### src/trig_pkg.sv
`default_nettype none

package trig_pkg;

	// bits in one pattern word
	localparam int WORD_WIDTH = 8;

	// one pattern word as it goes out on a lane
	typedef logic [WORD_WIDTH-1:0] word_t;

	// which of the four patterns a word is
	typedef logic [1:0] pattern_idx_t;

	// drop counter and sent-word counter
	typedef logic [15:0] count_t;

	// the four words of the sequence, each the inverse of its bit pattern
	localparam word_t PATTERN_0 = ~8'b1111_1111;
	localparam word_t PATTERN_1 = ~8'b1111_0001;
	localparam word_t PATTERN_2 = ~8'b1000_1000;
	localparam word_t PATTERN_3 = ~8'b1010_1010;

	// sequencer to lane, strobe high for a single cycle
	typedef struct packed {
		logic         strobe;
		pattern_idx_t idx;
		word_t        word;
	} lane_load_t;

	// lane to collector, strobed in the cycle after the lsb
	typedef struct packed {
		logic         strobe;
		pattern_idx_t idx;
		word_t        word;
	} lane_done_t;

endpackage

`default_nettype wire

### src/lane_status_collector.sv
`timescale 1ns/100ps
`default_nettype none

module lane_status_collector #(
	parameter int NUM_LANES = 4
) (
	input wire other_clock,
	input wire reset1,
	input wire trig_pkg::lane_done_t [NUM_LANES-1:0] lane_done,
	output logic sync,
	output trig_pkg::word_t led_byte,
	output trig_pkg::count_t words_sent
);

	logic [NUM_LANES-1:0] done_strobe;
	trig_pkg::lane_done_t merged;

	// pick the lane that finished, at most one per cycle
	always_comb begin
		merged = '0;
		for (int i = 0; i < NUM_LANES; i++) begin
			done_strobe[i] = lane_done[i].strobe;
			if (lane_done[i].strobe) begin
				merged = lane_done[i];
			end
		end
	end

	always_ff @(posedge other_clock) begin
		if (reset1) begin
			sync <= 1'b0;
			led_byte <= '0;
			words_sent <= '0;
		end else begin
			// start of sequence marker
			sync <= merged.strobe && (merged.idx == '0);
			if (merged.strobe) begin
				led_byte <= merged.word;
				words_sent <= words_sent + 1'b1;
			end
		end
	end

	// loads go out in distinct cycles and every lane takes the same time,
	// so completions can never collide
	assert property (@(posedge other_clock) disable iff (reset1) $onehot0(done_strobe))
		else $error("two lanes reported done in the same cycle");

endmodule

`default_nettype wire

### src/pattern_sequencer.sv
`timescale 1ns/100ps
`default_nettype none

module pattern_sequencer #(
	parameter int NUM_LANES = 4,
	parameter int SELF_PERIOD = 64
) (
	input wire other_clock,
	input wire reset1,
	input wire trigger_in,
	input wire self_triggered,
	input wire [NUM_LANES-1:0] lane_busy,
	output trig_pkg::lane_load_t [NUM_LANES-1:0] lane_load,
	output trig_pkg::count_t dropped_count
);

	localparam int PTR_W = (NUM_LANES > 1) ? $clog2(NUM_LANES) : 1;
	localparam int SELF_W = (SELF_PERIOD > 1) ? $clog2(SELF_PERIOD) : 1;

	logic [1:0] sync_ff;
	logic sync_last;
	logic trig_edge;
	logic [SELF_W-1:0] self_cnt;
	logic self_wrap;
	logic trig;
	logic target_busy;
	trig_pkg::pattern_idx_t token;
	logic [PTR_W-1:0] lane_ptr;
	logic [NUM_LANES-1:0] load_strobe;
	trig_pkg::pattern_idx_t load_idx;
	trig_pkg::word_t load_word;

	function automatic trig_pkg::word_t pattern_word(input trig_pkg::pattern_idx_t idx);
		case (idx)
			2'd0: pattern_word = trig_pkg::PATTERN_0;
			2'd1: pattern_word = trig_pkg::PATTERN_1;
			2'd2: pattern_word = trig_pkg::PATTERN_2;
			default: pattern_word = trig_pkg::PATTERN_3;
		endcase
	endfunction

	assign self_wrap = (self_cnt == SELF_W'(SELF_PERIOD - 1));
	// external edges are ignored in self-triggered mode
	assign trig = self_triggered ? self_wrap : trig_edge;
	// a load still in flight counts as busy, the lane raises busy a cycle later
	assign target_busy = lane_busy[lane_ptr] | load_strobe[lane_ptr];

	// two-flop synchronizer, rising edge registered, plus the free-running counter
	always_ff @(posedge other_clock) begin
		if (reset1) begin
			sync_ff <= '0;
			sync_last <= 1'b0;
			trig_edge <= 1'b0;
			self_cnt <= '0;
		end else begin
			sync_ff <= {sync_ff[0], trigger_in};
			sync_last <= sync_ff[1];
			trig_edge <= sync_ff[1] & ~sync_last;
			self_cnt <= self_wrap ? '0 : self_cnt + 1'b1;
		end
	end

	// dispatch to the lane pointer, or drop when that lane is busy
	always_ff @(posedge other_clock) begin
		if (reset1) begin
			token <= '0;
			lane_ptr <= '0;
			load_strobe <= '0;
			dropped_count <= '0;
		end else begin
			load_strobe <= '0;
			if (trig) begin
				if (target_busy) begin
					dropped_count <= dropped_count + 1'b1;
				end else begin
					load_strobe[lane_ptr] <= 1'b1;
					token <= token + 1'b1;
					lane_ptr <= (lane_ptr == PTR_W'(NUM_LANES - 1)) ? '0 : lane_ptr + 1'b1;
				end
			end
		end
	end

	// only one lane loads per cycle, so the payload is shared
	always_ff @(posedge other_clock) begin
		if (trig && !target_busy) begin
			load_idx <= token;
			load_word <= pattern_word(token);
		end
	end

	always_comb begin
		for (int i = 0; i < NUM_LANES; i++) begin
			lane_load[i].strobe = load_strobe[i];
			lane_load[i].idx = load_idx;
			lane_load[i].word = load_word;
		end
	end

	// lanes must see their loads one at a time
	assert property (@(posedge other_clock) disable iff (reset1) $onehot0(load_strobe))
		else $error("more than one lane load strobe in one cycle");

endmodule

`default_nettype wire

### src/trigger_serdes_top.sv
`timescale 1ns/100ps
`default_nettype none

module trigger_serdes_top #(
	parameter int NUM_LANES = 4,
	parameter int SELF_PERIOD = 64
) (
	input wire other_clock,
	input wire reset1,
	input wire trigger_in,
	input wire self_triggered,
	output wire [NUM_LANES-1:0] serial_out,
	output wire sync,
	output trig_pkg::word_t led_byte,
	output trig_pkg::count_t words_sent,
	output trig_pkg::count_t dropped_count
);

	trig_pkg::lane_load_t [NUM_LANES-1:0] lane_load;
	trig_pkg::lane_done_t [NUM_LANES-1:0] lane_done;
	wire [NUM_LANES-1:0] lane_busy;

	pattern_sequencer #(
		.NUM_LANES(NUM_LANES),
		.SELF_PERIOD(SELF_PERIOD)
	) u_sequencer (
		.other_clock(other_clock),
		.reset1(reset1),
		.trigger_in(trigger_in),
		.self_triggered(self_triggered),
		.lane_busy(lane_busy),
		.lane_load(lane_load),
		.dropped_count(dropped_count)
	);

	// one serializer per output lane
	genvar g;
	generate
		for (g = 0; g < NUM_LANES; g++) begin : g_lane
			word_serializer u_lane (
				.other_clock(other_clock),
				.reset1(reset1),
				.load(lane_load[g]),
				.serial_out(serial_out[g]),
				.busy(lane_busy[g]),
				.done(lane_done[g])
			);
		end
	endgenerate

	lane_status_collector #(
		.NUM_LANES(NUM_LANES)
	) u_collector (
		.other_clock(other_clock),
		.reset1(reset1),
		.lane_done(lane_done),
		.sync(sync),
		.led_byte(led_byte),
		.words_sent(words_sent)
	);

endmodule

`default_nettype wire

### src/word_serializer.sv
`timescale 1ns/100ps
`default_nettype none

module word_serializer (
	input wire other_clock,
	input wire reset1,
	input wire trig_pkg::lane_load_t load,
	output logic serial_out,
	output logic busy,
	output trig_pkg::lane_done_t done
);

	localparam int MSB = trig_pkg::WORD_WIDTH - 1;
	localparam int CNT_W = $clog2(trig_pkg::WORD_WIDTH + 1);

	trig_pkg::word_t shift_reg;
	trig_pkg::pattern_idx_t idx_q;
	logic [CNT_W-1:0] bits_left;
	logic done_strobe;

	assign busy = (bits_left != '0);
	// line stays low while the lane is idle
	assign serial_out = busy & shift_reg[MSB];

	always_ff @(posedge other_clock) begin
		if (reset1) begin
			bits_left <= '0;
			done_strobe <= 1'b0;
		end else begin
			// last bit is on the line now
			done_strobe <= (bits_left == CNT_W'(1));
			if (load.strobe) begin
				bits_left <= CNT_W'(trig_pkg::WORD_WIDTH);
			end else if (busy) begin
				bits_left <= bits_left - 1'b1;
			end
		end
	end

	// rotate rather than shift, after a full word the original is back in place
	always_ff @(posedge other_clock) begin
		if (load.strobe) begin
			shift_reg <= load.word;
			idx_q <= load.idx;
		end else if (busy) begin
			shift_reg <= {shift_reg[MSB-1:0], shift_reg[MSB]};
		end
	end

	always_comb begin
		done.strobe = done_strobe;
		done.idx = idx_q;
		done.word = shift_reg;
	end

	// sequencer must never load a lane that is still shifting
	assert property (@(posedge other_clock) disable iff (reset1) load.strobe |-> !busy)
		else $error("load strobe while lane busy");

endmodule

`default_nettype wire
### config.mk
export PLATFORM = sky130hd
export DESIGN_NAME = trigger_serdes_top
export DESIGN_NICKNAME = d
export VERILOG_FILES = /design/src/trig_pkg.sv /design/src/lane_status_collector.sv /design/src/pattern_sequencer.sv /design/src/trigger_serdes_top.sv /design/src/word_serializer.sv
export SDC_FILE = /design/constraint.sdc
export NUM_CORES = 1
export LEC_CHECK = 0
export ABC_AREA = 1
export BUFFER_PORTS_ARGS = -buffer_cell sky130_fd_sc_hd__buf_4
export CORE_MARGIN = 2
export CORE_UTILIZATION = 30
export CTS_CLUSTER_SIZE = 16
export DETAILED_ROUTE_END_ITERATION = 8
export PLACE_DENSITY = 0.55
export SLEW_MARGIN = 20
export SYNTH_ARGS = -nofsm -noshare
export SYNTH_HDL_FRONTEND = slang
export SYNTH_SLANG_ARGS = --single-unit
### constraint.sdc
create_clock -name other_clock -period 2.03 [get_ports other_clock]
set_input_delay 0.406 -clock other_clock [delete_from_list [all_inputs] [get_ports other_clock]]
set_output_delay 0.406 -clock other_clock [all_outputs]
set_load 0.1 [all_outputs]
### Word level (Yosys, flattened, before mapping)

Index checks and enable logic that the tools add are counted.
W data, S select, Z words.

* input port bits: 4
* bits in registers: 129
* word-level logic and storage cells: 112

* $add $sub $neg: 9
* reductions and logical operators: 22
* magnitude comparators: 2
* bitwise operators: 9
* equality and inequality tests: 8
* mux-type cells: 29

Operators by type and width (number)
* $mux W8: 8
* $mux W11: 4
* $add A16 B1 Y16 const B: 2
* $mux W4: 8
* $pmux W7 S3: 1
* $eq A4 B1 Y1 const B: 4
* $reduce_bool A4 Y1: 4
* $sub A4 B1 Y4 const B: 4
* $reduce_or A2 Y1: 5
* $reduce_bool A2 Y1: 4
* $add A6 B1 Y6 const B: 1
* $eq A6 B6 Y1 const B: 1
* $and A1 B1 Y1: 5
* $add A2 B1 Y2 const B: 2
* $bmux W1 S2: 2
* $eq A2 B2 Y1 const B: 2
* $logic_not A2 Y1: 2
* $mux W1: 4
* $reduce_and A2 Y1: 2
* $logic_and A1 B1 Y1: 3
* $lt A2 B3 Y1 const B: 1
* $not A1 Y1: 3
* $reduce_or A3 Y1: 1
* $demux W1 S2: 1
* 5 further kinds: 5

### Logic depth before layout (Yosys ltp)

* word-level depth: 6
* depth in mapped cells: 12

### Modules after synthesis

From an unflattened synthesis, not the netlist that was laid out.

* cell total of the unflattened synthesis: 793
* area, all modules: 6441.2 um^2

Modules (own cells, without submodules)
* word_serializer: area each 699.4 um^2, times used 4, cells each 72
* pattern_sequencer: area each 2252.2 um^2, times used 1, cells each 299
* lane_status_collector: area each 1391.3 um^2, times used 1, cells each 206

### Least setup slack after synthesis

No wires, ideal clock.

* path kind: register to register
* start point: reg u_sequencer.dropped_count[0]
* end point: reg u_sequencer.dropped_count[10]
* cell stages (with the launch flop): 11
* data required time: 1911 ps
* arrival: 2137 ps
* slack: -226 ps
* clock period less this slack: 2256 ps
* buffers on the path: 0
* cells stage by stage: dfxtp_1 -> ha_1 -> nand3_1 -> nor2_2 -> inv_1 -> nor2_1 -> nand2_1 -> nor2_1 -> nand3_1 -> nand2_1 -> nor2_1

* word-level cells in the longest chain between the ends: 1

Ends and longest elaborated chain
* start: declaration: line pattern_sequencer.sv:14 `output trig_pkg::count_t dropped_count`
* start signal: assignment: line pattern_sequencer.sv:74 `dropped_count <= dropped_count + 1'b1;`
* $add A16 B1 Y16: line pattern_sequencer.sv:74

No other way between the ends.
A chain may end at the register's enable or synchronous reset.

### Worst setup path in the final report

* start point: reg g_lane[0].u_lane.bits_left[1]
* end point: out serial_out[0]

* word-level cells in the longest chain between the ends: 2

Ends and longest elaborated chain
* start: declaration: line word_serializer.sv:18 `logic [CNT_W-1:0] bits_left;`
* start signal: assignment: line word_serializer.sv:33 `bits_left <= CNT_W'(trig_pkg::WORD_WIDTH);`
* start signal: assignment: line word_serializer.sv:35 `bits_left <= bits_left - 1'b1;`
* $reduce_bool A4 Y1: line word_serializer.sv:21 `assign busy = (bits_left != '0);`
* $and A1 B1 Y1: line word_serializer.sv:23 `assign serial_out = busy & shift_reg[MSB];`
* end: declaration: line trigger_serdes_top.sv:12 `output wire [NUM_LANES-1:0] serial_out,`

No other way between the ends.

==> results.json <==
{
  "cts-htree-levels": 4,
  "cts.sinks": 126,
  "holdWs_ns": 0.2092,
  "pwr-share-comb": 0.361,
  "grt_max_degree": 37,
  "vias": 4704,
  "worstSetupStartpointType": "flip-flop",
  "drc": 0,
  "synth_xor_area_frac": 0.007471,
  "routed_via_density": 4.434,
  "cts_setup_buffers": 0,
  "p_leak_nw": 3.043,
  "ant_nets": 0,
  "fin_crit_ns": 1.936,
  "setup_viol": 0,
  "syn_avg_cell_area_sq_um": 8.108,
  "synthAdderAreaFrac": 0.04055,
  "worst_pin_slew_ns": 0.3859,
  "seqPwrFrac": 0.373,
  "synthCells": 723,
  "power_density_mw_per_mm2": 1460,
  "fp-row-count": 51,
  "status": "finished clean",
  "end_kind": "output pin",
  "path_max_fanout": 4,
  "syn_to_final_growth_pct": 22.24,
  "die_area_sq_mm": 0.02067,
  "nNetsFinal": 806,
  "critPathTopFamily": "flip-flops",
  "r2r_slack_ns": 0.31,
  "grt_overflow": 0,
  "grt_pass1_wl_mm": 22.63,
  "ys_warn_count": 0,
  "die_h_um": 143.8,
  "p_int_mw": 6.260,
  "dpl.hpwl_mm": 10.10,
  "fin_crit_sh": 0.9539,
  "largest_register_ffs": 32,
  "clkSlewWorstSetupHoldPaths_ns": 0.05,
  "worstPathCellList": "inv_1, ha_2, nand2_1, nor2_4, nor2_4, buf_12",
  "ys_seq_area_frac": 0.5106,
  "p_sw_frac": 0.4016,
  "coreArea_sq_mm": 0.01933,
  "gp_congestion": 0.7783,
  "p_switching_mw": 4.201,
  "path_buf_inv": 2,
  "min_path_cells": 3,
  "cts_buffers": 17,
  "routedWlPerCell_um": 13.27,
  "ys_types": 36,
  "synth_compound_area_frac": 0.08047,
  "synth-seq-cells": 126,
  "firstDrtPassIters": 4,
  "synth-simple-area-share": 0.2760,
  "reg2reg_depth": 8,
  "timing.final.ws_setup_ns": 0.09360,
  "die_w_um": 143.8,
  "cp.arrival_ns": 1.53,
  "place_inst": 1029,
  "slew_viol_final": 0,
  "max_cap_violations": 0,
  "p_clk_frac": 0.266,
  "timing.final.hold_violations": 0,
  "synth_fp_nets": 746,
  "synth_edf_count": 47,
  "grt.total_usage": 0.1434,
  "start_util": 0.3032,
  "synth_top_family_by_area": "simple AND/OR/NAND/NOR gates",
  "async_flop_share": 0,
  "dp_slack_ns": 0.2873,
  "irDropWorstVdd_v": 0.0008067,
  "worstHoldPathType": "in2reg",
  "stdcell_count": 1061,
  "path_common_cell": "nor2_4",
  "clockBufferDepth": 2,
  "pin_count": 49,
  "crit_slowest_cell": "dfxtp_1",
  "drt_iter0_markers": 256,
  "clock_latency_ns": 0.42,
  "synthesis.area_sq_mm": 0.005862,
  "skew_ns": 0.008980,
  "hold_buffers": 0,
  "critical-path-max-stage-delay_ns": 0.35,
  "cts-root-buf": "clkbuf_16",
  "portBuffers": 48,
  "required_ns": 1.62,
  "crit_type": "reg2out",
  "cts_tree": "built",
  "r2r_end": "u_sequencer.load_strobe[3]",
  "rr_startpoint": "g_lane[3].u_lane.bits_left[0]",
  "max-slew-margin-rel": 0.7424,
  "worstHoldEndpoint": "u_sequencer.sync_ff[0]",
  "synth_flop_cell": "dfxtp_1",
  "finalWirelength_mm": 14.08,
  "antenna_found_initial": 0,
  "max_freq_mhz": 516.4,
  "drive_gt1_frac": 0.1822,
  "n_antenna_cell": 0,
  "muxShareOfSynthArea": 0,
  "worstHoldStart": "trigger_in",
  "worstSetupPathDepth": 6,
  "grt_pass1_vias": 4359
}
## synthesized netlist by cell type (all sizes together) (2+ instances only)
cell type  number  share of area
inv            87          0.057
o211ai         10          0.013
clkbuf          5         0.0032
edfxtp         47           0.24
xor2            2         0.0030
nor2          111          0.075
o21a            3         0.0038
ha             19          0.041
nand2         198           0.13
nor3b           2         0.0026
a21oi          36          0.031
a211oi          3         0.0038
and3            4         0.0043
xnor2           3         0.0045
nand4           9         0.0096
nand3          36          0.033
nor3           15          0.015
buf            17          0.024
nand3b          2         0.0026
dfxtp          79           0.27
a31oi           9         0.0096
o21ai          23          0.020
## cell families after synthesis
group	count (synthesis)
flops	126
simple gates	379
xor+xnor	5
fa+ha+maj	19
compound gates	84
buf+inv	110
## through the flow
stage | cell area [sq um] | utilization | power, mW | setup TNS, ns
after floorplan | 5871 | - | 6.632 | -0.003728
after global placement | 6528 | 0.3376 | 7.466 | 0
after detailed placement | 6528 | 0.3376 | 7.484 | 0
after CTS | 7123 | 0.3684 | 10.45 | 0
after global routing | 7166 | 0.3706 | 11.10 | -0.001287
final | 7166 | 0.3706 | 10.46 | 0
## routing by layer
| layer | up-vias | global-route usage | wire [um] |
|---|---|---|---|
| li1 | 2464 | - | - |
| met1 | 2140 | 0.1920 | 6656 |
| met2 | 94 | 0.2223 | 6503 |
| met3 | 6 | 0.03865 | 813 |
| met4 | 0 | 0.05160 | 102 |
| met5 | - | 0 | 0 |
## worst max-delay path by stage
stage,from,endpoint,slack [ns]
detailed placement,g_lane[3].u_lane.bits_left[0],u_sequencer.load_strobe[3],0.29
global placement,g_lane[3].u_lane.bits_left[0],u_sequencer.load_idx[1],0.32
finish,g_lane[0].u_lane.bits_left[1],serial_out[0],0.09
CTS,g_lane[3].u_lane.bits_left[0],serial_out[3],0.03
floorplan,u_sequencer.dropped_count[5],u_sequencer.dropped_count[10],-0.004
global route,g_lane[0].u_lane.bits_left[0],serial_out[0],-0.001
## tightest hold or removal path, delay by kind of cell
family | cells | cell delay (ns)
buffers and inverters | 2 | 0.11
and+or+nand+nor | 1 | 0.07
## power by group through the flow
| stage | sequential, mW | clock (mW) | combinational [mW] |
|---|---|---|---|
| 4_1_cts | 3.89 | 2.85 | 3.71 |
| 6_report | 3.91 | 2.78 | 3.77 |
| 5_1_grt | 3.98 | 2.98 | 4.13 |
| 3_3_place_gp | 3.92 | 0 | 3.54 |
| 2_1_floorplan | 4.43 | 0 | 2.21 |
| 3_5_place_dp | 3.93 | 0 | 3.56 |
## repair_timing
item | CTS | global route
setup endpoints to repair | 4 | 4
resized for setup | 20 | 13
gates cloned | 0 | 0
pin swaps | 2 | 1
## layout make-up
cell class              count  area (sq um)
repair buffers             63         518.0
flip-flops and latches    126          3009
fillers                  1994         12170
clock inverters             5         27.53
well taps                 265         331.6
multi-input cells         487          2429
inverters                  88         337.8
clock buffers              27         513.0
## placed cells by master (no fill, tap or decap), types with 10 or more instances in the layout
cell,synthesis,layout
clkbuf_16,0,17
nor3_1,14,14
o211ai_1,10,10
nor2_1,104,96
edfxtp_1,47,47
dfxtp_2,0,13
o21ai_0,22,22
buf_4,10,58
ha_1,19,15
dfxtp_1,79,66
a21oi_1,36,36
inv_1,80,80
nand2_1,190,187
nand3_1,33,33
nor2_2,6,10
Note: power is estimated with default switching activity, not from simulation.
